### src/cpri_pack_cfg.svh
`ifndef CPRI_PACK_CFG_SVH
`define CPRI_PACK_CFG_SVH

// ------------------------------------------------
// antenna lanes and sample format
// ------------------------------------------------
`define CP_ANT_NUM          4
`define CP_SAMPLE_W         14
`define CP_SHIFT_W          4

// packet and readout group geometry
`define CP_PKT_BEATS        96
`define CP_GROUP_BEATS      8
`define CP_GROUP_NUM        12

// ------------------------------------------------
// cpri buffer side
// ------------------------------------------------
`define CP_WORD_W           64
`define CP_ADDR_W           7
`define CP_DATA_BASE        7
`define CP_DATA_LAST        90
`define CP_HIGH_SLOT_BASE   91

`endif

### src/cpri_pkt_pkg.sv
`include "cpri_pack_cfg.svh"

package cpri_pkt_pkg;

    // one antenna per beat
    typedef struct packed {
        logic [`CP_SHIFT_W-1:0]  shift;
        logic [`CP_SAMPLE_W-1:0] sample;
    } lane_in_t;

    // header word as written to the slot area
    typedef struct packed {
        logic [3:0]               ch_type;
        logic                     cell_idx;
        logic [6:0]               slot_idx;
        logic [3:0]               sym_idx;
        logic [8:0]               prb_idx;
        logic [3:0]               info_hi;
        logic [`CP_WORD_W-30:0]   pad;
    } pkt_head_t;

    // input beat, header fields are those of antenna 0
    typedef struct packed {
        logic                          vld;
        logic                          sop;
        logic                          eop;
        logic [3:0]                    ch_type;
        logic                          cell_idx;
        logic [6:0]                    slot_idx;
        logic [3:0]                    sym_idx;
        logic [8:0]                    prb_idx;
        logic [3:0]                    info_hi;
        lane_in_t [`CP_ANT_NUM-1:0]    lane;
    } beat_t;

    // word0 holds antennas 1:0, word1 holds antennas 3:2
    typedef struct packed {
        logic [`CP_WORD_W-1:0] word1;
        logic [`CP_WORD_W-1:0] word0;
    } shift_words_t;

endpackage

### src/cpri_frame_pkg.sv
`include "cpri_pack_cfg.svh"

package cpri_frame_pkg;

    // packed data word, lane n belongs to antenna n
    typedef struct packed {
        logic [`CP_ANT_NUM-1:0][15:0] lane;
    } lanes16_t;

    // an output word is either sample lanes or a header
    typedef union packed {
        lanes16_t                lanes;
        cpri_pkt_pkg::pkt_head_t head;
    } cpri_word_u;

    typedef struct packed {
        logic                  wen;
        logic [`CP_ADDR_W-1:0] waddr;
        cpri_word_u            wdata;
        logic                  wlast;
    } cpri_wr_t;

    // readout position, one per read cycle
    typedef struct packed {
        logic [2:0]            beat_idx;
        logic [3:0]            group_idx;
        logic [`CP_ADDR_W-1:0] data_addr;
        logic                  last;
    } rd_step_t;

endpackage

### src/beat_counter.sv
`timescale 1ns/10ps
`include "cpri_pack_cfg.svh"

module beat_counter (
    input  logic                     clk,
    input  logic                     rst,
    input  logic                     i_rd_en,
    output cpri_frame_pkg::rd_step_t o_step
);

    logic [2:0]            beat_q;
    logic [3:0]            group_q;
    logic [`CP_ADDR_W-1:0] addr_q;
    logic                  group_end;

    assign group_end = (beat_q == 3'(`CP_GROUP_BEATS - 1));

    always_ff @(posedge clk)
    begin
        if (rst || !i_rd_en)
        begin
            beat_q  <= '0;
            group_q <= '0;
            addr_q  <= `CP_ADDR_W'(`CP_DATA_BASE);
        end
        else
        begin
            beat_q <= group_end ? '0 : beat_q + 3'd1;
            if (group_end)
            begin
                group_q <= (group_q == 4'(`CP_GROUP_NUM - 1)) ? '0 : group_q + 4'd1;
            end
            // slot beat carries no data address
            if (beat_q != 3'd0)
            begin
                addr_q <= (addr_q == `CP_ADDR_W'(`CP_DATA_LAST)) ?
                          `CP_ADDR_W'(`CP_DATA_BASE) : addr_q + 1'b1;
            end
        end
    end

    assign o_step = '{beat_idx:  beat_q,
                      group_idx: group_q,
                      data_addr: addr_q,
                      last:      group_end && (group_q == 4'(`CP_GROUP_NUM - 1))};

endmodule

### config.mk
export PLATFORM = sky130hd
export DESIGN_NAME = beat_counter
export DESIGN_NICKNAME = d
export VERILOG_FILES = /design/src/cpri_pkt_pkg.sv /design/src/cpri_frame_pkg.sv /design/src/beat_counter.sv
export VERILOG_INCLUDE_DIRS = /design/src
export SDC_FILE = /design/constraint.sdc
export NUM_CORES = 1
export LEC_CHECK = 0
export ABC_CLOCK_PERIOD_IN_PS = 2520
export CELL_PAD_IN_SITES_DETAIL_PLACEMENT = 0
export CELL_PAD_IN_SITES_GLOBAL_PLACEMENT = 2
export CORE_MARGIN = 2
export CORE_UTILIZATION = 37
export DETAILED_ROUTE_END_ITERATION = 6
export DONT_BUFFER_PORTS = 1
export GPL_TIMING_DRIVEN = 0
export PLACE_DENSITY = 0.75
export RECOVER_POWER = 100
export SYNTH_ARGS = -nofsm -noshare
export SYNTH_HDL_FRONTEND = slang
export SYNTH_SLANG_ARGS = --single-unit
### constraint.sdc
create_clock -name clk -period 2.52 [get_ports clk]
set_input_delay 0.378 -clock clk [delete_from_list [all_inputs] [get_ports clk]]
set_output_delay 0.378 -clock clk [all_outputs]
set_load 0.03 [all_outputs]
==> summary.md <==
| Metric | Value |
|---|---|
| Syn nets | `84` |
| Initial antenna violation count | `0` |
| CP Class | `reg2out` |
| CTS Buf Count | `3` |
| Relative slew slack | `64.8%` |
| Vias per cell | `5.06` |
| Power density over the cells | `just under 600 nW/um2` |
| Peak supply drop | `~0.0002 V` |
| Fraction of layout cells with a size suffix above 1 | `11.4%` |
| Clk_lat worst skew | `280 ps` |
| Port buffer count | `0` |
| FFs w/ async S/R, synth | `0%` |
| Largest net degree at the start of global routing | `9` |
| Final critical-path required period | `2300 ps` |
| Count of final setup violators | `0` |
| DR WL/cell | `13.1 um` |
| Cell row count | `15` |
| Worst Hold Class | `in2reg` |
| Avg Inst Size Synth | `9.28 um2` |
| RSZ-0062 raised after global routing | `no` |
| Congestion Overflow GR | `0` |
| DP Worst Slack | `266 ps` |
| Max-cap violations | `0` |
| Max H-tree Level | `1` |
| Die Height | `47.4 um` |
| Initial DRC Count | `5` |
| Most frequent cell after synthesis | `dfxtp_1` |
| Maximum buffer depth of the clock tree | `2` |
| WHS | `280 ps` |
| Fin crit share | `91.1%` |
| Core box area | `between 1500 and 2000 um2` |
| Clock-pin slew on the worst setup and hold paths | `100 ps` |
| Max frequency | `0.435 GHz` |
| R2R cell count | `5` |
| Die W | `approximately 47 um` |
| Critical path capture point type | `output port` |
| # DRC | `0` |
| Final nets | `89` |
| First-pass iteration count of the detailed router | `3` |
| Seq/Total Area, Yosys | `between 40% and 50%` |
| Syn-to-layout area delta | `10.1%` |
| CP arrival | `1920 ps` |
| Worst-margin pin slew | `525 ps` |
| Slack of the critical path | `223 ps` |
| Top-area cell type share of the netlist area | `40.3%` |
| Synth area leaders | `dfxtp_1 (40%), ha_1 (11%), xnor2_1 (3.8%), o21ai_0 (2.9%), inv_1 (2.7%)` |
| Number of synthesized flops with an enable pin | `0` |
| CP startpoint kind | `flip-flop` |
| Cell Area, Synth | `696 um2` |
| CTS tree | `built` |
| Cells after Synth | `75` |
| Unique masters post-synth | `32` |
| Outcome | `completed` |
| Synth warn | `0` |
| Seq cells post-synth | `14` |
| DPL Wire Length | `984 um` |
| GPL Wtd Cong | `0.695` |
| Synth top cells by count | `dfxtp_1 (14), ha_1 (6), inv_1 (5), nor2_1 (5)` |
| Leak | `0.294 nW` |
| Number of cells on the worst hold path | `2` |
| Vias in the first global route | `between 400 and 500` |
| Area leader, netlist | `dfxtp_1` |
| Final-report max-slew violation count | `0` |
| Clock tree root driver cell | `clkbuf_4` |
| Most used DFF post-synth | `dfxtp_1` |
| Hold buffers post-CTS | `0` |
| Final hold vios | `0` |
| Setup Skew | `7.05 ps` |
| First-pass GRT wire length | `about 2.2 mm` |
| Via count | `526` |
| Antenna Nets Post-Route | `0` |
| Die Area | `2240 um2` |
| Post-CTS setup buffer count | `0` |
| Num Clock Sinks | `14` |
| Routed Wire Length | `1.37 mm` |
| ANT cells | `0` |
| # IOs | `18` |
| Post_cts resized | `1` |
| Crit-path max FO | `8` |
| Tot GR Track Use | `13.8%` |
| Initial core utilization | `between 30% and 40%` |
| Data required, critical path | `2140 ps` |
| TNS Setup | `0 ps` |
## layer usage
| layer | track usage [%] | share of wire, % | up-vias |
|---|---|---|---|
| li1 | - | - | 279 |
| met2 | 19.7 | 44 | 10 |
| met3 | 5.00 | 4.0 | 0 |
| met5 | 0 | 0 | - |
| met4 | 3.33 | 0 | 0 |
| met1 | 19.5 | 52 | 237 |
## through the flow
stage	std cells	power, mW	cell area [um2]	utilization, %
after floorplan	75	0.271	696	-
after CTS	104	0.449	768	44.0
after detailed placement	100	0.279	727	41.6
after global placement	100	0.280	727	41.6
final	104	0.441	766	43.9
after global routing	104	0.464	766	43.9
## report_power, final
part	internal, mW	leakage (nW)	switching [mW]
sequential	0.226	0.114	0.0153
combinational	0.0127	0.159	0.0194
clock	0.0877	0.0210	0.0804
## kinds of logic after synthesis
logic type / Yosys count / share of synthesized area (%)
simple gates: 29 / 25.4
compound gates: 15 / 14.4
flops: 14 / 40.3
buf+inv: 7 / 3.96
fa+ha+maj: 6 / 10.8
xor+xnor: 3 / 3.78
mux: 1 / 1.44
## critical path, stage by stage, from the launching register on
cell	delay, ps
dfxtp_1	560
ha_1	220
ha_1	130
buf_2	190
nand2_1	120
nor3_2	420
## sequential cells by signal, indices dropped and copies added, names as in the netlist
name	cells
addr_q	7
group_q	4
beat_q	3
## final cells by class
type | instances | area [um2]
Buffer | 2 | 8.76
Clock buffer | 4 | 36.3
Fill cell | 187 | 980
Inverter | 5 | 18.8
Multi-Input combinational cell | 54 | 390
Sequential cell | 14 | 280
Tap cell | 25 | 31.3
## final timing paths
kind | from | endpoint | slack (ps)
setup / recovery | beat_q[0] | o_step[0] | 220
hold / removal | rst | addr_q[1] | 280
setup reg to reg | beat_q[0] | addr_q[5] | 720
hold reg to reg | beat_q[0] | beat_q[0] | 670
## cells in the final DEF (no fill, tap or decap), drive strengths merged, types with 3 or more instances in the layout
cell type / n
dfxtp: 14
o21ai: 4
ha: 6
clkbuf: 5
inv: 5
a21oi: 3
xnor2: 3
nor2: 5
nand2: 5
No activity file was read; power rests on OpenSTA's default activity.
