$ cat config.mk
export PLATFORM = sky130hd
export DESIGN_NAME = lane_packer
export DESIGN_NICKNAME = d
export VERILOG_FILES = /design/src/cpri_pkt_pkg.sv /design/src/cpri_frame_pkg.sv /design/src/lane_packer.sv
export VERILOG_INCLUDE_DIRS = /design/src
export SDC_FILE = /design/constraint.sdc
export NUM_CORES = 1
export LEC_CHECK = 0
export BUFFER_PORTS_ARGS = -buffer_cell sky130_fd_sc_hd__clkbuf_2
export CAP_MARGIN = 10
export CORE_ASPECT_RATIO = 1.5
export CORE_MARGIN = 2
export CORE_UTILIZATION = 53
export CTS_CLUSTER_SIZE = 40
export DETAILED_ROUTE_END_ITERATION = 8
export GPL_ROUTABILITY_DRIVEN = 0
export PLACE_DENSITY = 0.82
export REMOVE_ABC_BUFFERS = 1
export SLEW_MARGIN = 40
export SYNTH_ARGS = -nofsm -noshare
export SYNTH_HDL_FRONTEND = slang
export SYNTH_SLANG_ARGS = --single-unit
$ cat constraint.sdc
create_clock -name clk -period 3 [get_ports clk]
set_clock_uncertainty 0.2 [all_clocks]
set_input_delay 0.45 -clock clk [delete_from_list [all_inputs] [get_ports clk]]
set_output_delay 0.45 -clock clk [all_outputs]
set_load 0.05 [all_outputs]
$ cat src/cpri_pack_cfg.svh
`ifndef CPRI_PACK_CFG_SVH
`define CPRI_PACK_CFG_SVH

// ------------------------------------------------
// antenna lanes and sample format
// ------------------------------------------------
`define CP_ANT_NUM          4
`define CP_SAMPLE_W         14
`define CP_SHIFT_W          4

// packet and readout group geometry
`define CP_PKT_BEATS        96
`define CP_GROUP_BEATS      8
`define CP_GROUP_NUM        12

// ------------------------------------------------
// cpri buffer side
// ------------------------------------------------
`define CP_WORD_W           64
`define CP_ADDR_W           7
`define CP_DATA_BASE        7
`define CP_DATA_LAST        90
`define CP_HIGH_SLOT_BASE   91

`endif

$ cat src/cpri_pkt_pkg.sv
`include "cpri_pack_cfg.svh"

package cpri_pkt_pkg;

    // one antenna per beat
    typedef struct packed {
        logic [`CP_SHIFT_W-1:0]  shift;
        logic [`CP_SAMPLE_W-1:0] sample;
    } lane_in_t;

    // header word as written to the slot area
    typedef struct packed {
        logic [3:0]               ch_type;
        logic                     cell_idx;
        logic [6:0]               slot_idx;
        logic [3:0]               sym_idx;
        logic [8:0]               prb_idx;
        logic [3:0]               info_hi;
        logic [`CP_WORD_W-30:0]   pad;
    } pkt_head_t;

    // input beat, header fields are those of antenna 0
    typedef struct packed {
        logic                          vld;
        logic                          sop;
        logic                          eop;
        logic [3:0]                    ch_type;
        logic                          cell_idx;
        logic [6:0]                    slot_idx;
        logic [3:0]                    sym_idx;
        logic [8:0]                    prb_idx;
        logic [3:0]                    info_hi;
        lane_in_t [`CP_ANT_NUM-1:0]    lane;
    } beat_t;

    // word0 holds antennas 1:0, word1 holds antennas 3:2
    typedef struct packed {
        logic [`CP_WORD_W-1:0] word1;
        logic [`CP_WORD_W-1:0] word0;
    } shift_words_t;

endpackage

$ cat src/cpri_frame_pkg.sv
`include "cpri_pack_cfg.svh"

package cpri_frame_pkg;

    // packed data word, lane n belongs to antenna n
    typedef struct packed {
        logic [`CP_ANT_NUM-1:0][15:0] lane;
    } lanes16_t;

    // an output word is either sample lanes or a header
    typedef union packed {
        lanes16_t                lanes;
        cpri_pkt_pkg::pkt_head_t head;
    } cpri_word_u;

    typedef struct packed {
        logic                  wen;
        logic [`CP_ADDR_W-1:0] waddr;
        cpri_word_u            wdata;
        logic                  wlast;
    } cpri_wr_t;

    // readout position, one per read cycle
    typedef struct packed {
        logic [2:0]            beat_idx;
        logic [3:0]            group_idx;
        logic [`CP_ADDR_W-1:0] data_addr;
        logic                  last;
    } rd_step_t;

endpackage

$ cat src/lane_packer.sv
`timescale 1ns/10ps
`include "cpri_pack_cfg.svh"

module lane_packer (
    input  logic                                     clk,
    input  logic                                     rst,
    input  logic [`CP_ANT_NUM-1:0][`CP_SAMPLE_W-1:0] i_samples,
    input  cpri_frame_pkg::rd_step_t                 i_step,
    output cpri_frame_pkg::lanes16_t                 o_lanes,
    output cpri_frame_pkg::rd_step_t                 o_step
);

    logic [`CP_ANT_NUM-1:0][`CP_SAMPLE_W-1:0] prev_q;
    cpri_frame_pkg::rd_step_t                 step_d1;
    cpri_frame_pkg::lanes16_t                 lanes_d;

    // step lines up with the buffer read data
    always_ff @(posedge clk)
    begin
        if (rst)
        begin
            step_d1 <= '0;
            o_step  <= '0;
        end
        else
        begin
            step_d1 <= i_step;
            o_step  <= step_d1;
        end
    end

    // ------------------------------------------------
    // 8 x 14 bit joined lowest first, cut into 7 x 16
    // ------------------------------------------------
    always_comb
    begin
        lanes_d = '0;
        if (step_d1.beat_idx != 3'd0)
        begin
            for (int a = 0; a < `CP_ANT_NUM; a++)
            begin
                // slice k starts 2*(k-1) bits into the previous sample
                lanes_d.lane[a] = 16'({i_samples[a], prev_q[a]} >>
                                      {step_d1.beat_idx - 3'd1, 1'b0});
            end
        end
    end

    always_ff @(posedge clk)
    begin
        prev_q  <= i_samples;
        o_lanes <= lanes_d;
    end

endmodule

==> results.md, run 1 <==
- Outcome: finished clean
- FP Rows: 48
- Worst skew pair latency: 410 ps
- PwrDens: 735 mW/mm^2
- Fillcell total: 817
- Final Cycle Share: 93.0%
- Critical Path End Type: flop
- CTS tree: built
- Final wirelength: 15900 um
- Pre-CTS setup slack: 354 ps
- Met2 wire length: 8150 um
- Worst Hold Depth: 1
- CP cell instances: inv_2 -> buf_4 -> ha_1 -> mux2i_4 -> buf_4 -> o32ai_1
- Post-layout net count: 802
- Die H: 136 um
- Final Util: 71.7%
- Port Buffers: 151
- Post-synthesis compound-gate area fraction: 11.9%
- WL per Instance: 17.9 um
- Syn Area/Cell: 11.4 um^2
- Slowest stage delay, CP: 570 ps
- Post-Syn Area: 0.00618 mm^2
- Crit path max-delay family: buffers and inverters
- Primary FF master, synth: dfxtp_1
- Reg clk slew, reported paths: 60 ps
- Post-synth top area cell: dfxtp_1
- Clk buf depth: 2
- Register area share after synthesis: 48.6%
- Fmax: 358 MHz
- Met3 WL: 1050 um
- CP Buf/Inv Count: 3
- # setup viols final: 0
- Async SR Flop Fraction: 0%
- Via Count: 5053
- 1st-pass router iterations: 5
- Antenna violations before repair: 0
- Core Region: 0.0114 mm^2
- Post-synth cell types: 22
- Final std cells w/o fill: 889
- Root Buffer: clkbuf_16
- Max VDD drop: 0.498 mV
- Slew margin rel.: 46.5%
- P_leak: 3.52 nW
- Synth Instances: 541
- CP Class: flop to flop
- Yosys warnings: 0
- Post-CTS resize count: 0
- Tmin final: 2790 ps
- Simple-gate area share of the yosys netlist: 8.81%
- Post-synth top area share: 48.6%
- Most frequent cells in the layout: 151 x clkbuf_2, 149 x dfxtp_1, 72 x mux2_2
- Layout Area Growth over Synthesis: 32.4%
- Worst Hold Class: primary input to flop
- Max cap viols: 0
- CP arrival: 2850 ps
- Vias in the first global route: 5136
- Slowest-stage cell, CP: buf_4
- Xor/xnor cell area share of the yosys netlist: 0.263%
- Met1 WL: 6180 um
- Die Span X: 92.1 um
- Setup repair after global routing missed its margin: false
- Hpwl dp: 9910 um
- Sink Count: 150
- Hold Path Origin: i_samples[36]
- Register area: 0.00301 mm^2
- Multiplexer share of the synthesized area: 24.3%
- Largest net degree at the start of global routing: 86
- DIE AREA: 0.0126 mm^2
- Total CTS buffers: 17
- Inserted Diodes: 0
- Share of cells above drive strength 1: 39.0%
- Most frequent CP cell: buf_4
- Flops & latches, synth: 150
- Main combinational cell family by area after synthesis: multiplexers
- Antenna Nets Post-Route: 0
- Design Area, Final: 0.00818 mm^2
- Worst setup margin: 209 ps
- All-Layer GR Usage: 25.6%
- WHS Endpoint: prev_q[36]
- Max layer used: met4
- Largest driver fanout on the critical path: 56
- Power Total: 0.00601 W
- Post-route DRC: 0
- Post-synthesis adder-cell area fraction: 0.405%
- DP Cell Count: 805
- Worst reg-to-reg setup slack: 210 ps
- Critical path launch point type: flop
- Total grt overflow: 0
- Slew of the pin with the lowest slew margin: 803 ps
- Post-synth EDFFs: 0
- Final Hold Vio Count: 0
- DP Area: 0.00699 mm^2
- Most common cell after layout, fill and taps aside: clkbuf_2
- Num ports: 152
- Global-route wire length before repair: 25300 um
- Starting utilization of the core area: 54.1%
- Multi-input combinational cell area: 0.00287 mm^2
- Clock H-tree levels: 4
- CP required: 3060 ps
- Via density: 5.68
- Pins over their slew limit: 0
- FF-to-FF path depth: 6
- Reg2reg end: o_lanes[56]
- Synth area leaders: dfxtp_1 49%, mux2_2 13%, mux4_2 5.8%
- DR iter-0 viols: 296
- Worst R2R Start: step_d1[12]
-- state kept, by name (all words and copies together) (netlist names) --
signal,count
o_lanes,64
o_step,15
step_d1,15
prev_q,56
-- worst max path at each step --
stage          slack, ps         from  cells past startpoint     endpoint
2_1_floorplan      -4430  step_d1[12]                      5  o_lanes[15]
3_3_place_gp         450  step_d1[12]                      6   o_lanes[6]
3_5_place_dp         350  step_d1[12]                      6   o_lanes[9]
4_1_cts              350  step_d1[12]                      6   o_lanes[9]
5_1_grt              120  step_d1[12]                      6  o_lanes[56]
6_report             210  step_d1[12]                      6  o_lanes[56]
-- per-layer routing --
layer  vias up  track usage [%]
met5         -                0
met4         0             11.4
met2       216             44.0
met1      2457             29.7
met3        44             7.43
li1       2336                -
-- cell families after synthesis --
group / Yosys count
DFF: 150
muxes: 121
and+or+nand+nor: 114
AOI/OAI and AO/OA: 89
buffers and inverters: 64
adders and majority gates: 2
xor gates and xnor gates: 1
-- report_power, final --
group,switching [W],internal [W],leakage [nW]
logic,0.000951,0.000492,1.95
registers,0.0000722,0.00218,1.26
clock network,0.000778,0.00153,0.316
-- final cells by class --
class,instances,area share [%]
multi-input combinational,327,35.1
inverter,18,0.826
clock inverter,9,2.11
sequential,150,36.8
clock buffer,22,5.80
tap,150,2.30
timing repair buffer,213,17.1
-- cells in the mapped netlist (2+ instances only) --
cell and number:
buf_2 17, buf_4 10, nor2b_1 46, o32ai_1 36, clkbuf_1 8, nor2_1 67
o22ai_1 16, mux4_2 16, a221oi_1 8, o32ai_2 4, mux2i_1 33, mux2_2 72
inv_1 17, buf_6 7, dfxtp_1 150, buf_1 4, a211oi_1 24, ha_1 2
-- stage by stage --
stage,hold WS [ps],TNS [ps]
floorplan,214,-279510
global placement,220,0
detailed placement,233,0
CTS,0.0284,0
global route,10.4,0
finish,5.21,0
-- timing repair --
| action | in CTS | in global routing |
|---|---|---|
| hold endpoints to repair | 53 | 0 |
| setup buffers | 0 | 0 |
| hold buffers | 53 | 0 |
No activity file was read; power rests on OpenSTA's default activity.
==> run 2: changes to the inputs <==
--- a/config.mk
+++ b/config.mk
@@ -8,12 +8,13 @@
 export LEC_CHECK = 0
 export BUFFER_PORTS_ARGS = -buffer_cell sky130_fd_sc_hd__clkbuf_2
 export CAP_MARGIN = 10
-export CORE_ASPECT_RATIO = 1.5
+export CORE_ASPECT_RATIO = 0.9
 export CORE_MARGIN = 2
 export CORE_UTILIZATION = 53
 export CTS_CLUSTER_SIZE = 40
 export DETAILED_ROUTE_END_ITERATION = 8
 export GPL_ROUTABILITY_DRIVEN = 0
+export HOLD_SLACK_MARGIN = 0.02
 export PLACE_DENSITY = 0.82
 export REMOVE_ABC_BUFFERS = 1
 export SLEW_MARGIN = 40
==> results.md, run 2 (synthesis results as in run 1) <==
- Top flop regs: o_lanes (64), prev_q (56)
- Post-layout net count: 808
- Reg clk slew, reported paths: 50 ps
- Antenna Nets Post-Route: 0
- Final Hold Vio Count: 0
- Via Count: 5013
- Setup repair after global routing missed its margin: false
- Share of cells above drive strength 1: 38.8%
- # hold bufs at CTS: 56
- Fillcell total: 812
- PwrDens: 710 mW/mm^2
- DR iter-0 viols: 369
- Inserted Diodes: 0
- Max reg flops: 64
- Slew margin rel.: 53.9%
- Num ports: 152
- Clock H-tree levels: 4
- Pins over their slew limit: 0
- Global-route wire length before repair: 26000 um
- CP required: 3090 ps
- P_leak: 3.52 nW
- Clk buf depth: 2
- Critical path launch point type: flop
- Total CTS buffers: 17
- All-Layer GR Usage: 26.0%
- FP Rows: 37
- Root Buffer: clkbuf_16
- Final Cycle Share: 84.8%
- DP Cell Count: 814
- CP startpoint: step_d1[12]
- Starting utilization of the core area: 54.2%
- Tmin final: 2540 ps
- Critical Path End Type: flop
- Fmax: 393 MHz
- Setup TNS: 0 ps
- Worst skew pair latency: 420 ps
- Hold Path Origin: i_step[4]
- Sink Count: 150
- Max VDD drop: 0.476 mV
- CP Class: flop to flop
- Port Buffers: 151
- WL per Instance: 17.6 um
- Most common cell after layout, fill and taps aside: clkbuf_2
- DIE AREA: 0.0125 mm^2
- Final std cells w/o fill: 899
- Largest net degree at the start of global routing: 86
- Die Span X: 118 um
- Layout Area Growth over Synthesis: 32.3%
- Slew of the pin with the lowest slew margin: 690 ps
- Largest driver fanout on the critical path: 33
- Antenna violations before repair: 0
- Multi-input combinational cell area: 0.00286 mm^2
- CP arrival: 2630 ps
- 1st-pass router iterations: 4
- Post-CTS resize count: 0
- Setup Fix Bufs, Post-CTS: 0
- Final wirelength: 15900 um
- Worst R2R Start: step_d1[12]
- Core Region: 0.0114 mm^2
- # setup viols final: 0
- Vias in the first global route: 5191
- Max cap viols: 0
- Die H: 106 um
- Reg with most FFs: o_lanes
- Register area: 0.00301 mm^2
- Hpwl dp: 10400 um
- Post-route DRC: 0
- Worst Hold Class: primary input to flop
- Total grt overflow: 0
- Outcome: finished clean
- Most frequent cells in the layout: 151 x clkbuf_2, 149 x dfxtp_1, 72 x mux2_2
- Via density: 5.58
- CTS tree: built
## run 2: cell types whose count changed in the layout (fill, tap and decap cells not counted)
cell,before,now
dlygate4sd3_1,53,56
clkbuf_1,2,3
xnor2_4,1,0
xnor2_2,0,1
clkbuf_8,3,6
buf_12,3,4
buf_6,1,0
clkinvlp_4,1,0
buf_4,5,8
clkinv_2,3,1
bufinv_16,5,2
## run 2: final cells by class
| type | instances | share of cell area, % |
|---|---|---|
| inverters | 18 | 0.827 |
| well taps | 156 | 2.39 |
| clock inverters | 3 | 0.796 |
| repair buffers | 219 | 17.8 |
| clock buffers | 26 | 6.35 |
| multi-input cells | 327 | 35.0 |
| flip-flops and latches | 150 | 36.8 |
## run 2: path summary, 6_finish.rpt
check	to	slack, ps	cells past startpoint
setup / recovery	o_lanes[7]	460	6
hold / removal	step_d1[4]	40	2
setup reg to reg	o_lanes[7]	460	6
hold reg to reg	o_step[4]	240	1
## run 2: where the power goes
| part | total, W | switching, W | internal, W | leakage, nW |
|---|---|---|---|---|
| Combinational | 0.00145 | 0.000955 | 0.000500 | 1.98 |
| Clock | 0.00210 | 0.000756 | 0.00134 | 0.288 |
| Sequential | 0.00225 | 0.0000685 | 0.00218 | 1.26 |
| Total | 0.00581 | 0.00178 | 0.00403 | 3.52 |
## run 2: worst max-delay path, cell delays in order, from the launching register on
cell and delay (ps):
dfxtp_4 350, inv_2 110, ha_1 380, nor3_1 150, a21oi_4 570, buf_4 470, o32ai_1 170
## run 2: metrics by stage
step / utilization (%) / setup slack (ps) / total power (W) / area [um^2] / hold WS [ps]
CTS: 71.7 / 457 / 0.00581 / 8170 / 27.8
global placement: 61.7 / 606 / 0.00364 / 7020 / 218
finish: 71.8 / 457 / 0.00581 / 8170 / 35.2
global route: 71.8 / 341 / 0.00601 / 8170 / 43.3
detailed placement: 61.7 / 470 / 0.00367 / 7020 / 227
floorplan: - / -4430 / 0.00331 / 5890 / 214
## run 2: layer usage
metal / global-route usage, % / vias to the layer above / share of wire (%)
met5: 0 / - / 0
met4: 10.5 / 0 / 2.2
met3: 9.50 / 43 / 8.5
met2: 42.8 / 221 / 48
met1: 31.1 / 2397 / 42
li1: - / 2352 / -
==> run 3: changes to the inputs <==
==> constraint.sdc (replaced) <==
create_clock -name clk -period 2.61 [get_ports clk]
set_clock_uncertainty 0.2 [all_clocks]
set_input_delay 0.3915 -clock clk [delete_from_list [all_inputs] [get_ports clk]]
set_output_delay 0.3915 -clock clk [all_outputs]
set_load 0.05 [all_outputs]
==> results.md, run 3 (synthesis results as in run 1) <==
- Outcome: finished clean
- DR iter-0 viols: 425
- Port Buffers: 151
- Die Span X: 118 um
- Gr busiest metal: met2
- Max cap viols: 0
- Critical Path End Type: flop
- Final Hold Vio Count: 0
- Inserted Diodes: 0
- Via Count: 5094
- Global routing met3 resource utilization: 7.83%
- Post-layout net count: 826
- Met2 Use GR: 45.3%
- Reg with most FFs: o_lanes
- P_leak: 3.59 nW
- Critical path launch point type: flop
- Layout Area Growth over Synthesis: 35.5%
- CP required: 2700 ps
- Antenna Nets Post-Route: 0
- Top flop regs: o_lanes (64), prev_q (56)
- Power Total: 0.00678 W
- Most common cell after layout, fill and taps aside: clkbuf_2
- Clock H-tree levels: 4
- 1st-pass router iterations: 5
- Starting utilization of the core area: 54.2%
- Core Region: 0.0114 mm^2
- Antenna violations before repair: 0
- Total grt overflow: 0
- Vias in the first global route: 5380
- Largest net degree at the start of global routing: 86
- Slew of the pin with the lowest slew margin: 844 ps
- Max VDD drop: 0.463 mV
- Max reg flops: 64
- Worst setup margin: 364 ps
- CP Class: flop to flop
- All-Layer GR Usage: 26.8%
- Worst Hold Class: flop to flop
- Hold WS: 240 ps
- Largest driver fanout on the critical path: 30
- Fmax: 445 MHz
- Reg clk slew, reported paths: 60 ps
- Pre-CTS setup slack: 449 ps
- Via density: 5.54
- Slew margin rel.: 43.6%
- Sink Count: 150
- Hold Path Origin: step_d1[0]
- Share of cells above drive strength 1: 38.6%
- Pins over their slew limit: 0
- Post-route DRC: 0
- Setup Fix Bufs, Post-CTS: 0
- Setup repair after global routing missed its margin: false
- # setup viols final: 0
- CP startpoint: step_d1[12]
- Die H: 106 um
- Root Buffer: clkbuf_16
- Clk buf depth: 2
- Hpwl dp: 10600 um
- Met1 Use GR: 31.6%
- Worst skew pair latency: 430 ps
- Global-route wire length before repair: 26500 um
- Num ports: 152
- Setup TNS: 0 ps
- FP Rows: 37
- CTS tree: built
- Final wirelength: 16500 um
- Worst reg-to-reg setup slack: 360 ps
- DIE AREA: 0.0125 mm^2
- PwrDens: 810 mW/mm^2
- Final Cycle Share: 86.1%
- Tmin final: 2250 ps
- Most frequent cells in the layout: 151 x clkbuf_2, 149 x dfxtp_1, 72 x mux2_2
- Total CTS buffers: 17
- Worst R2R Start: step_d1[12]
- CP arrival: 2340 ps
- WL per Instance: 17.9 um
-- run 3: metrics by stage --
step | instances | utilization, % | instance area (um^2)
detailed placement | 817 | 61.9 | 7050
global route | 920 | 73.5 | 8370
floorplan | 495 | - | 5890
finish | 920 | 73.5 | 8370
CTS | 920 | 73.5 | 8370
global placement | 816 | 61.8 | 7040
-- run 3: metal layers --
layer	vias up	part of all wire, %
met5	-	0
met4	0	2.1
met3	34	6.9
met2	220	49
met1	2453	42
li1	2387	-
-- run 3: final timing paths --
kind                               endpoint  depth (start not counted)
worst max-delay path            o_lanes[29]                          6
worst min-delay path              o_step[0]                          1
worst max register to register  o_lanes[29]                          6
worst min register to register    o_step[0]                          1
-- run 3: worst max-delay path, stage by stage (launching register included) --
cell and delay [ps]:
dfxtp_4 360, inv_2 60, ha_4 310, buf_4 350, mux2_2 400, mux2i_1 270, o22ai_1 150
-- run 3: final cells by class --
type / instances / area, um^2
tap: 156 / 195
inverter: 18 / 67.6
timing repair buffer: 237 / 1640
multi-input combinational: 327 / 2860
fill: 777 / 3020
clock inverter: 14 / 176
sequential: 150 / 3010
clock buffer: 18 / 429
-- run 3: what timing repair did --
action / 4_1_cts / 5_1_grt
hold buffers: 71 / 0
gates resized for setup: 0 / 0
hold endpoints to repair: 71 / 0
-- run 3: where the power goes --
group / internal [W] / switching (W)
clock network: 0.00151 / 0.000980
registers: 0.00251 / 0.0000787
logic: 0.000592 / 0.00111
total: 0.00461 / 0.00217
