## config.mk

```make
export PLATFORM = sky130hd
export DESIGN_NAME = pkt_capture
export DESIGN_NICKNAME = d
export VERILOG_FILES = /design/src/cpri_pkt_pkg.sv /design/src/pkt_capture.sv
export VERILOG_INCLUDE_DIRS = /design/src
export SDC_FILE = /design/constraint.sdc
export NUM_CORES = 1
export LEC_CHECK = 0
export BUFFER_PORTS_ARGS = -buffer_cell sky130_fd_sc_hd__buf_2
export CELL_PAD_IN_SITES_DETAIL_PLACEMENT = 0
export CELL_PAD_IN_SITES_GLOBAL_PLACEMENT = 2
export CORE_MARGIN = 8
export CORE_UTILIZATION = 27
export CTS_BUF_LIST = sky130_fd_sc_hd__clkbuf_16
export DETAILED_ROUTE_END_ITERATION = 10
export GPL_ROUTABILITY_DRIVEN = 0
export PLACE_DENSITY_LB_ADDON = 0.1
export SYNTH_ARGS = -nofsm -noshare
export SYNTH_HDL_FRONTEND = slang
export SYNTH_SLANG_ARGS = --single-unit
export TNS_END_PERCENT = 1
```

## constraint.sdc

```tcl
create_clock -name clk -period 2.2 [get_ports clk]
set_input_delay 0.44 -clock clk [delete_from_list [all_inputs] [get_ports clk]]
set_output_delay 0.44 -clock clk [all_outputs]
set_load 0.005 [all_outputs]
```

## src/cpri_pack_cfg.svh

```systemverilog
`ifndef CPRI_PACK_CFG_SVH
`define CPRI_PACK_CFG_SVH

// ------------------------------------------------
// antenna lanes and sample format
// ------------------------------------------------
`define CP_ANT_NUM          4
`define CP_SAMPLE_W         14
`define CP_SHIFT_W          4

// packet and readout group geometry
`define CP_PKT_BEATS        96
`define CP_GROUP_BEATS      8
`define CP_GROUP_NUM        12

// ------------------------------------------------
// cpri buffer side
// ------------------------------------------------
`define CP_WORD_W           64
`define CP_ADDR_W           7
`define CP_DATA_BASE        7
`define CP_DATA_LAST        90
`define CP_HIGH_SLOT_BASE   91

`endif

```

## src/cpri_pkt_pkg.sv

```systemverilog
`include "cpri_pack_cfg.svh"

package cpri_pkt_pkg;

    // one antenna per beat
    typedef struct packed {
        logic [`CP_SHIFT_W-1:0]  shift;
        logic [`CP_SAMPLE_W-1:0] sample;
    } lane_in_t;

    // header word as written to the slot area
    typedef struct packed {
        logic [3:0]               ch_type;
        logic                     cell_idx;
        logic [6:0]               slot_idx;
        logic [3:0]               sym_idx;
        logic [8:0]               prb_idx;
        logic [3:0]               info_hi;
        logic [`CP_WORD_W-30:0]   pad;
    } pkt_head_t;

    // input beat, header fields are those of antenna 0
    typedef struct packed {
        logic                          vld;
        logic                          sop;
        logic                          eop;
        logic [3:0]                    ch_type;
        logic                          cell_idx;
        logic [6:0]                    slot_idx;
        logic [3:0]                    sym_idx;
        logic [8:0]                    prb_idx;
        logic [3:0]                    info_hi;
        lane_in_t [`CP_ANT_NUM-1:0]    lane;
    } beat_t;

    // word0 holds antennas 1:0, word1 holds antennas 3:2
    typedef struct packed {
        logic [`CP_WORD_W-1:0] word1;
        logic [`CP_WORD_W-1:0] word0;
    } shift_words_t;

endpackage

```

## src/pkt_capture.sv

```systemverilog
`timescale 1ns/10ps
`include "cpri_pack_cfg.svh"

module pkt_capture (
    input  logic                       clk,
    input  logic                       rst,
    input  cpri_pkt_pkg::beat_t        i_beat,
    output cpri_pkt_pkg::pkt_head_t    o_head,
    output cpri_pkt_pkg::shift_words_t o_shift
);

    cpri_pkt_pkg::pkt_head_t head_q;
    cpri_pkt_pkg::pkt_head_t head_beat;
    logic [`CP_ANT_NUM-1:0][7:0][`CP_SHIFT_W-1:0] nib_q;
    logic [`CP_ANT_NUM-1:0][7:0][`CP_SHIFT_W-1:0] nib_d;
    logic take_head;

    assign take_head = i_beat.vld && i_beat.sop;

    always_comb
    begin
        head_beat          = '0;
        head_beat.ch_type  = i_beat.ch_type;
        head_beat.cell_idx = i_beat.cell_idx;
        head_beat.slot_idx = i_beat.slot_idx;
        head_beat.sym_idx  = i_beat.sym_idx;
        head_beat.prb_idx  = i_beat.prb_idx;
        head_beat.info_hi  = i_beat.info_hi;
    end

    always_ff @(posedge clk)
    begin
        if (take_head)
        begin
            head_q <= head_beat;
        end
    end

    // sop beat is visible in the same cycle
    assign o_head = take_head ? head_beat : head_q;

    // ------------------------------------------------
    // shift nibbles, slot picked by prb_idx low bits
    // ------------------------------------------------
    always_comb
    begin
        nib_d = nib_q;
        if (i_beat.vld)
        begin
            if (i_beat.sop)
            begin
                nib_d = '0;
            end
            for (int a = 0; a < `CP_ANT_NUM; a++)
            begin
                nib_d[a][i_beat.prb_idx[2:0]] = i_beat.lane[a].shift;
            end
        end
    end

    always_ff @(posedge clk)
    begin
        if (rst)
        begin
            nib_q <= '0;
        end
        else
        begin
            nib_q <= nib_d;
        end
    end

    assign o_shift.word0 = {nib_d[1], nib_d[0]};
    assign o_shift.word1 = {nib_d[3], nib_d[2]};

endmodule

```

==> impl_metrics.ini, run 1 <==
[worst_setup_path]
reg2reg_depth = 1
crit_slowest_cell = or4b_1
max_stage_delay_ps = 570
cp-start-kind = primary input
cp_cell_sequence = buf_2 -> or4b_1 -> buf_12 -> nand3_1 -> nand2_1 -> buf_2
cp_common_cell = buf_2
critical_path.top_delay_family = simple AND/OR/NAND/NOR gates
cp_max_fo = 48
path_buf_inv = 3
setup.worst_path.end_class = output pin
path_depth = 6
cp.required_ps = 1760
critical_path_class = primary input to output pin
arrival_ps = 1650

[sta]
setup_ws_ps = 106
period_needed_ps = 2090
fmax_mhz = 478
fin_skew_ps = 0
maxSlewHeadroom_pct = 66.8
whs_ps = 235
finalHoldViolations = 0
setup_violations = 0
final-max-slew-violation-count = 0
rsz0062_at_grt = false
fin_tns_setup_ps = 0
worstMarginPinSlew_ps = 497
period_share_pct = 95.2

[die]
coreArea_mm2 = 0.0296
die_x_um = 189
die_area_mm2 = 0.0357
die_h_um = 189
pin_count = 298
core.rowCount = 63
start_util_pct = 27.3

[cts]
cts_resized = 0
cts_buffers = 17
root_buffer = clkbuf_16
cts_sinks = 192
cts.path.max_buffers = 2
htree_levels = 4
insertion_delay_ps = 440
cts_tree = built
cts_hold_repair.buffers = 0
post_cts_buffers = 0
path_clk_slew_ps = 80

[worst_hold_path]
hold_path_class = primary input to flip-flop
hold_depth = 2

[final_layout]
final_cell_mix = nand2_1 (256), nand3_1 (256), buf_2 (240)
drive_above_1_share_pct = 27.8
n_antenna_cell = 0
synthToLayoutAreaGrowth_pct = 29.7
num-nets-final = 1328

[drt]
drt_iter0_drc = 457
drt_wl_total_um = 28900
vias = 7409
wl_per_cell_um = 17.8
drt-pass1-iter-count = 5
drc = 0
ant_nets = 0
vias_per_cell = 4.56

[power_and_ir_drop]
p_comb_share_pct = 10.8
p_sw_w = 0.00219
power.density_mw_per_mm2 = 733
swShare_pct = 28.5
pwr-share-clk_pct = 41.8
p_int_w = 0.00548
vdd_ir_drop_max_uv = 348
p_leak_nw = 4.99
power_frac_seq_pct = 47.4

[synth]
synth_area_per_cell_um2 = 7.75
seq_area_frac_synth_pct = 47.6
synth_area_mm2 = 0.00807
synth.distinct_cells = 23
yosys_warnings = 0
syn-num-nets = 1147
ys_seq_elements = 192
synthCells = 1041

[global_route]
grt_max_degree = 69
grt_pass1_vias = 7369
grt_pass1_wl_um = 44700
grt_overflow_total = 0
grt_antenna_before_repair = 2
track_usage_pct = 15.9

[job]
drv_cap = 0

[status]
status = finished clean

[placed_design]
io_buffers = 240
pre_cts_ws_ps = 96.8
hpwl_um = 19900
==> synthesized netlist by cell type <==
| master | n | share of area [%] |
|---|---|---|
| nand4b_1 | 3 | 0.33 |
| and4b_1 | 3 | 0.37 |
| nand2b_1 | 16 | 1.2 |
| buf_6 | 2 | 0.28 |
| clkbuf_1 | 37 | 1.7 |
| and2_1 | 35 | 2.7 |
| or4b_1 | 1 | 0.12 |
| nand2_1 | 257 | 12 |
| clkbuf_2 | 6 | 0.37 |
| and4_1 | 1 | 0.11 |
| buf_2 | 50 | 3.1 |
| nand4bb_1 | 3 | 0.42 |
| nor4b_4 | 1 | 0.29 |
| buf_4 | 3 | 0.28 |
| buf_1 | 13 | 0.60 |
| nand3_1 | 256 | 16 |
| dfxtp_1 | 192 | 48 |
| and4bb_2 | 3 | 0.47 |
| o21ai_0 | 124 | 7.7 |
| a21oi_1 | 1 | 0.062 |
| o21ai_1 | 4 | 0.25 |
| mux2_2 | 29 | 4.0 |
| nand4_1 | 1 | 0.078 |
==> power by group through the flow <==
stage	Clock (W)	Combinational, W	Sequential (W)
2_1_floorplan	0	0.000433	0.00370
6_report	0.00321	0.000829	0.00363
4_1_cts	0.00334	0.000856	0.00363
5_1_grt	0.00347	0.000921	0.00365
3_5_place_dp	0	0.000853	0.00371
3_3_place_gp	0	0.000851	0.00371
==> logic make-up after synthesis <==
kind of cell,after synthesis,synth area share (%)
buffers and inverters,111,6.36
AOI/OAI and AO/OA,129,8.00
and+or+nand+nor,580,34.0
muxes,29,4.05
DFF,192,47.6
==> through the flow <==
stage	util, %	power [W]	cells	instance area (um2)
6_report	35.4	0.00767	1625	10500
5_1_grt	35.4	0.00804	1625	10500
4_1_cts	35.4	0.00783	1625	10500
3_5_place_dp	33.3	0.00457	1593	9850
3_3_place_gp	33.3	0.00456	1593	9850
2_1_floorplan	-	0.00414	1041	8070
==> registers in the layout, indices dropped and copies added, names as in the netlist <==
signal,cells
head_q,64
nib_q,128
==> path summary, 6_finish.rpt <==
check,startpoint,endpoint,slack (ps)
hold reg to reg,head_q[25]$_DFF_P_,head_q[25]$_DFF_P_,450
setup reg to reg,head_q[60]$_DFF_P_,head_q[60]$_DFF_P_,1510
setup / recovery,i_beat[76],o_shift[99],110
hold / removal,i_beat[87],head_q[50]$_DFF_P_,230
==> final cells by class <==
class	count	area [um2]
Clock inverter	15	188
Sequential cell	192	3840
Timing Repair Buffer	273	1770
Multi-Input combinational cell	738	3750
Tap cell	390	488
Fill cell	3157	19100
Clock buffer	17	425
==> per-layer routing <==
metal | vias up | GRT usage [%] | wire (um)
met4 | 4 | 3.88 | 211
met3 | 19 | 4.47 | 1790
met2 | 196 | 26.5 | 13500
met5 | - | 0 | 23
li1 | 3862 | - | -
met1 | 3328 | 20.0 | 13400
Note: power is estimated with default switching activity, not from simulation.
==> run 2: changes to the inputs <==
--- a/config.mk
+++ b/config.mk
@@ -6,11 +6,12 @@
 export SDC_FILE = /design/constraint.sdc
 export NUM_CORES = 1
 export LEC_CHECK = 0
+export ABC_AREA = 1
 export BUFFER_PORTS_ARGS = -buffer_cell sky130_fd_sc_hd__buf_2
 export CELL_PAD_IN_SITES_DETAIL_PLACEMENT = 0
 export CELL_PAD_IN_SITES_GLOBAL_PLACEMENT = 2
 export CORE_MARGIN = 8
-export CORE_UTILIZATION = 27
+export CORE_UTILIZATION = 26
 export CTS_BUF_LIST = sky130_fd_sc_hd__clkbuf_16
 export DETAILED_ROUTE_END_ITERATION = 10
 export GPL_ROUTABILITY_DRIVEN = 0
==> constraint.sdc (replaced) <==
create_clock -name clk -period 2.2 [get_ports clk]
set_input_delay 0.33 -clock clk [delete_from_list [all_inputs] [get_ports clk]]
set_output_delay 0.33 -clock clk [all_outputs]
set_load 0.005 [all_outputs]
==> impl_metrics.ini, run 2 <==
[global_route]
grt_overflow_total = 0
grt_pass1_vias = 6730
track_usage_pct = 15.5
grt_max_degree = 60
grt_antenna_before_repair = 1
grt_pass1_wl_um = 40400

[die]
die_area_mm2 = 0.0338
coreArea_mm2 = 0.0278
pin_count = 298
start_util_pct = 26.4
die_h_um = 184
core.rowCount = 61
die_x_um = 184

[power_and_ir_drop]
vdd_ir_drop_max_uv = 426
power.density_mw_per_mm2 = 771
p_leak_nw = 5.07

[cts]
cts_sinks = 192
cts_tree = built
insertion_delay_ps = 430
cts.path.max_buffers = 2
root_buffer = clkbuf_16
path_clk_slew_ps = 90
post_cts_buffers = 0
cts_resized = 0
htree_levels = 4
cts_buffers = 17
cts_hold_repair.buffers = 0

[final_layout]
num-nets-final = 1310
drive_above_1_share_pct = 26.1
n_antenna_cell = 0
synthToLayoutAreaGrowth_pct = 32.4
instances_no_fill = 1595
reg_top3 = nib_q x128, head_q x64
largest_reg_flops = 128
nFillCells = 3120
final_cell_mix = nand2_1 (353), buf_2 (239), dfxtp_1 (192)
layout_commonest_cell = nand2_1
largest_register = nib_q
multiInputGateArea_mm2 = 0.00297
regArea_mm2 = 0.00384

[synth]
synth_edf_count = 0
yosysMostFrequentCell = nand2_1
yosysTopAreaCellShare_pct = 52.4
async_reset_ff_share_pct = 0
syn-num-nets = 1077
ys.flop_type = dfxtp_1
synth.distinct_cells = 18
synth_area_leaders = dfxtp_1 (52%), nand2_1 (18%), nand3_1 (8.9%), a21oi_1 (8.7%), inv_1 (2.6%)
seq_area_frac_synth_pct = 52.4
synth_top_cell_by_area = dfxtp_1
synth_area_per_cell_um2 = 7.55
ys_seq_elements = 192
synthCells = 971
synth_area_mm2 = 0.00733
ys_top_cells_by_count = nand2_1 (353), dfxtp_1 (192), nand3_1 (130)
yosys_warnings = 0

[worst_setup_path]
arrival_ps = 1600
cp-start-kind = primary input
critical_path_class = primary input to output pin
cp.required_ps = 1870
setup.worst_path.end_class = output pin
reg2reg_slack_ps = 1570
cp_max_fo = 13

[sta]
setup_violations = 0
period_share_pct = 87.6
fin_skew_ps = 0
finalHoldViolations = 0
maxSlewHeadroom_pct = 66.0
worstMarginPinSlew_ps = 509
fmax_mhz = 519
final-max-slew-violation-count = 0
rsz0062_at_grt = false
period_needed_ps = 1930
fin_tns_setup_ps = 0

[drt]
drt_iter0_drc = 432
wl_per_cell_um = 16.7
vias = 7028
drc = 0
drt-pass1-iter-count = 5
ant_nets = 0
drt_wl_total_um = 26600
vias_per_cell = 4.41

[job]
drv_cap = 0

[worst_hold_path]
hold_path_class = primary input to flip-flop

[placed_design]
hpwl_um = 18600
io_buffers = 240
dp_cells = 1563

[status]
status = finished clean
[run 2: cell count changes after synthesis, moves of 29 or more]
cell,previous run,this run
nand3_1,256,130
a21oi_1,1,128
buf_2,50,20
mux2_2,29,0
inv_1,0,51
o21ai_0,124,3
nand2_1,257,353
nor2_1,0,36
and2_1,35,0
[run 2: worst paths after layout]
| check | startpoint | endpoint | depth (start not counted) |
|---|---|---|---|
| max | i_beat[77] | o_shift[19] | 7 |
| min | i_beat[90] | head_q[53]$_DFF_P_ | 3 |
| max reg2reg | head_q[39]$_DFF_P_ | head_q[39]$_DFF_P_ | 2 |
| min reg2reg | head_q[21]$_DFF_P_ | head_q[21]$_DFF_P_ | 2 |
[run 2: final cells by class]
class | count | share of cell area [%]
sequential | 192 | 39.6
multi-input combinational | 665 | 30.6
timing repair buffer | 273 | 16.6
tap | 378 | 4.87
clock buffer | 17 | 4.38
inverter | 55 | 2.23
clock inverter | 15 | 1.70
[run 2: metal layers]
layer / share of wire (%) / wire length, um / vias to the layer above / GRT usage, %
met2: 47 / 12400 / 190 / 24.9
met1: 47 / 12400 / 3207 / 20.5
met4: 0.47 / 126 / 2 / 3.00
li1: - / - / 3619 / -
met3: 6.0 / 1600 / 10 / 4.39
met5: 0.049 / 13 / - / 0
[run 2: cells by family (layout without fill, tap and decap cells)]
family	count (synthesis)	count (layout)	share of synthesized area [%]
AOI/OAI and AO/OA	131	131	8.94
DFF	192	192	52.4
buffers and inverters	114	360	7.29
and+or+nand+nor	534	534	31.3
[run 2: critical path, stage by stage]
cell	delay [ps]
buf_2	120
inv_4	110
nand4_2	420
buf_4	320
nand3_1	80
nand2_1	80
buf_2	130
[run 2: through the flow]
stage	power (W)	utilization (%)	worst slack, ps	hold slack [ps]	instance area, um2
after CTS	0.00763	34.9	219	65.6	9700
after detailed placement	0.00446	32.8	209	411	9110
final	0.00749	34.9	273	94.4	9700
after global routing	0.00785	34.9	147	69.7	9700
after floorplan	0.00407	-	676	419	7330
after global placement	0.00445	32.8	259	409	9110
[run 2: power by group]
group | switching, W | internal [W]
registers | 0.0000246 | 0.00358
clock network | 0.00160 | 0.00153
logic | 0.000482 | 0.000266
==> run 3: changes to the inputs <==
==> constraint.sdc (replaced) <==
create_clock -name clk -period 2.2 [get_ports clk]
set_input_delay 0.44 -clock clk [delete_from_list [all_inputs] [get_ports clk]]
set_output_delay 0.44 -clock clk [all_outputs]
set_load 0.005 [all_outputs]
==> impl_metrics.ini, run 3 (synthesized netlist as in run 2, its figures left out) <==
[status]
status = finished clean

[final_layout]
n_antenna_cell = 0
nFillCells = 3126
regArea_mm2 = 0.00384
num-nets-final = 1326
final_cell_mix = nand2_1 (353), buf_2 (239), dfxtp_1 (192)
multiInputGateArea_mm2 = 0.00297
largest_register = nib_q
synthToLayoutAreaGrowth_pct = 36.4
drive_above_1_share_pct = 27.4
instances_no_fill = 1610
reg_top3 = nib_q x128, head_q x64
layout_commonest_cell = nand2_1
largest_reg_flops = 128

[worst_setup_path]
max_stage_delay_ps = 230
critical_path.top_delay_family = buffers and inverters
critical_path_class = primary input to output pin
path_depth = 8
reg2reg_slack_ps = 1480
endpoint = o_shift[34]
arrival_ps = 1650
cp_max_fo = 12
path_buf_inv = 5
setup.worst_path.end_class = output pin
reg2reg_from = nib_q[110]$_SDFF_PP0_
critical_path.startpoint = i_beat[103]
cp.required_ps = 1760
cp_cell_sequence = buf_2 -> buf_12 -> buf_12 -> nand2_1 -> inv_1 -> nand2_1 -> nand2_1 -> buf_2
cp_common_cell = nand2_1
r2r-end = nib_q[110]$_SDFF_PP0_
crit_slowest_cell = inv_1
reg2reg_depth = 3
cp-start-kind = primary input

[job]
drv_cap = 0

[drt]
drt-pass1-iter-count = 4
wl_per_cell_um = 16.6
drt_wl_total_um = 26700
drt_iter0_drc = 323
vias = 7013
drc = 0
ant_nets = 0
vias_per_cell = 4.36

[worst_hold_path]
hold_path_class = primary input to flip-flop
hold_depth = 3

[cts]
post_cts_buffers = 0
cts_buffers = 17
path_clk_slew_ps = 80
cts_sinks = 192
cts.path.max_buffers = 2
insertion_delay_ps = 430
htree_levels = 4
cts_tree = built
root_buffer = clkbuf_16

[sta]
fin_tns_setup_ps = 0
fmax_mhz = 478
final-max-slew-violation-count = 0
worstMarginPinSlew_ps = 564
rsz0062_at_grt = false
finalHoldViolations = 0
setup_violations = 0
period_needed_ps = 2090
fin_skew_ps = 0
period_share_pct = 95.1
maxSlewHeadroom_pct = 62.4

[placed_design]
dp_cells = 1579
hpwl_um = 18900
io_buffers = 240

[global_route]
track_usage_pct = 15.6
grt_max_degree = 92
grt_pass1_vias = 6788
grt_pass1_wl_um = 40700
grt_antenna_before_repair = 2
grt_overflow_total = 0

[power_and_ir_drop]
total_power_w = 0.00750
swShare_pct = 26.8
vdd_ir_drop_max_uv = 348
p_comb_share_pct = 10.6
power.density_mw_per_mm2 = 750
p_sw_w = 0.00201
pwr-share-clk_pct = 41.3
power_frac_seq_pct = 48.1
p_leak_nw = 5.19
p_int_w = 0.00549

[die]
core.rowCount = 61
pin_count = 298
start_util_pct = 26.4
die_x_um = 184
die_area_mm2 = 0.0338
die_h_um = 184
coreArea_mm2 = 0.0278
==> run 3: changes by cell type in the layout (fill, tap and decap cells not counted), sizes merged <==
cell / before / now
inv: 62 / 56
buf: 273 / 289
clkinvlp: 1 / 5
bufinv: 0 / 1
==> run 3: timing repair <==
| action | in CTS | in global routing |
|---|---|---|
| gates resized for setup | 0 | 4 |
| endpoints found under the setup margin | 0 | 25 |
| hold buffers | 0 | 0 |
==> run 3: area by class of cell <==
type	count	area share (%)
Tap cell	378	4.73
Timing Repair Buffer	289	19.1
Multi-Input combinational cell	665	29.7
Clock inverter	14	1.56
Sequential cell	192	38.4
Inverter	55	2.28
Clock buffer	17	4.25
==> run 3: layer usage <==
layer / up-vias / track usage (%) / part of all wire [%]
met3: 17 / 4.53 / 6.2
met4: 4 / 3.74 / 0.77
li1: 3649 / - / -
met5: - / 0 / 0.075
met2: 155 / 25.2 / 48
met1: 3188 / 20.2 / 45
==> run 3: power by group through the flow <==
stage | Combinational, W | Sequential [W] | Clock (W)
2_1_floorplan | 0.000389 | 0.00368 | 0
3_3_place_gp | 0.000820 | 0.00369 | 0
3_5_place_dp | 0.000821 | 0.00369 | 0
4_1_cts | 0.000824 | 0.00361 | 0.00324
5_1_grt | 0.000894 | 0.00362 | 0.00338
6_report | 0.000796 | 0.00361 | 0.00309
==> run 3: metrics by stage <==
stage	hold WS (ps)	util [%]	cell area [um2]	setup WS, ps
after floorplan	419	-	7330	456
after global placement	409	33.9	9410	64.0
after detailed placement	411	33.9	9410	35.0
after CTS	179	36.0	9990	55.0
after global routing	195	36.0	10000	7.39
final	208	36.0	10000	108
==> run 3: how the worst min path moves through the flow <==
stage                                   from            endpoint  slack (ps)
after detailed placement   head_q[6]$_DFF_P_   head_q[6]$_DFF_P_         410
final                             i_beat[88]  head_q[51]$_DFF_P_         210
after floorplan            head_q[0]$_DFF_P_   head_q[0]$_DFF_P_         420
after global placement    head_q[19]$_DFF_P_  head_q[19]$_DFF_P_         410
after CTS                         i_beat[99]  head_q[62]$_DFF_P_         180
after global routing              i_beat[88]  head_q[51]$_DFF_P_         190
==> run 3: worst reg2reg max path, cell delays in order (launching register included) <==
cell	delay (ps)
dfxtp_1	310
nand3_1	80
buf_4	150
a21oi_1	110
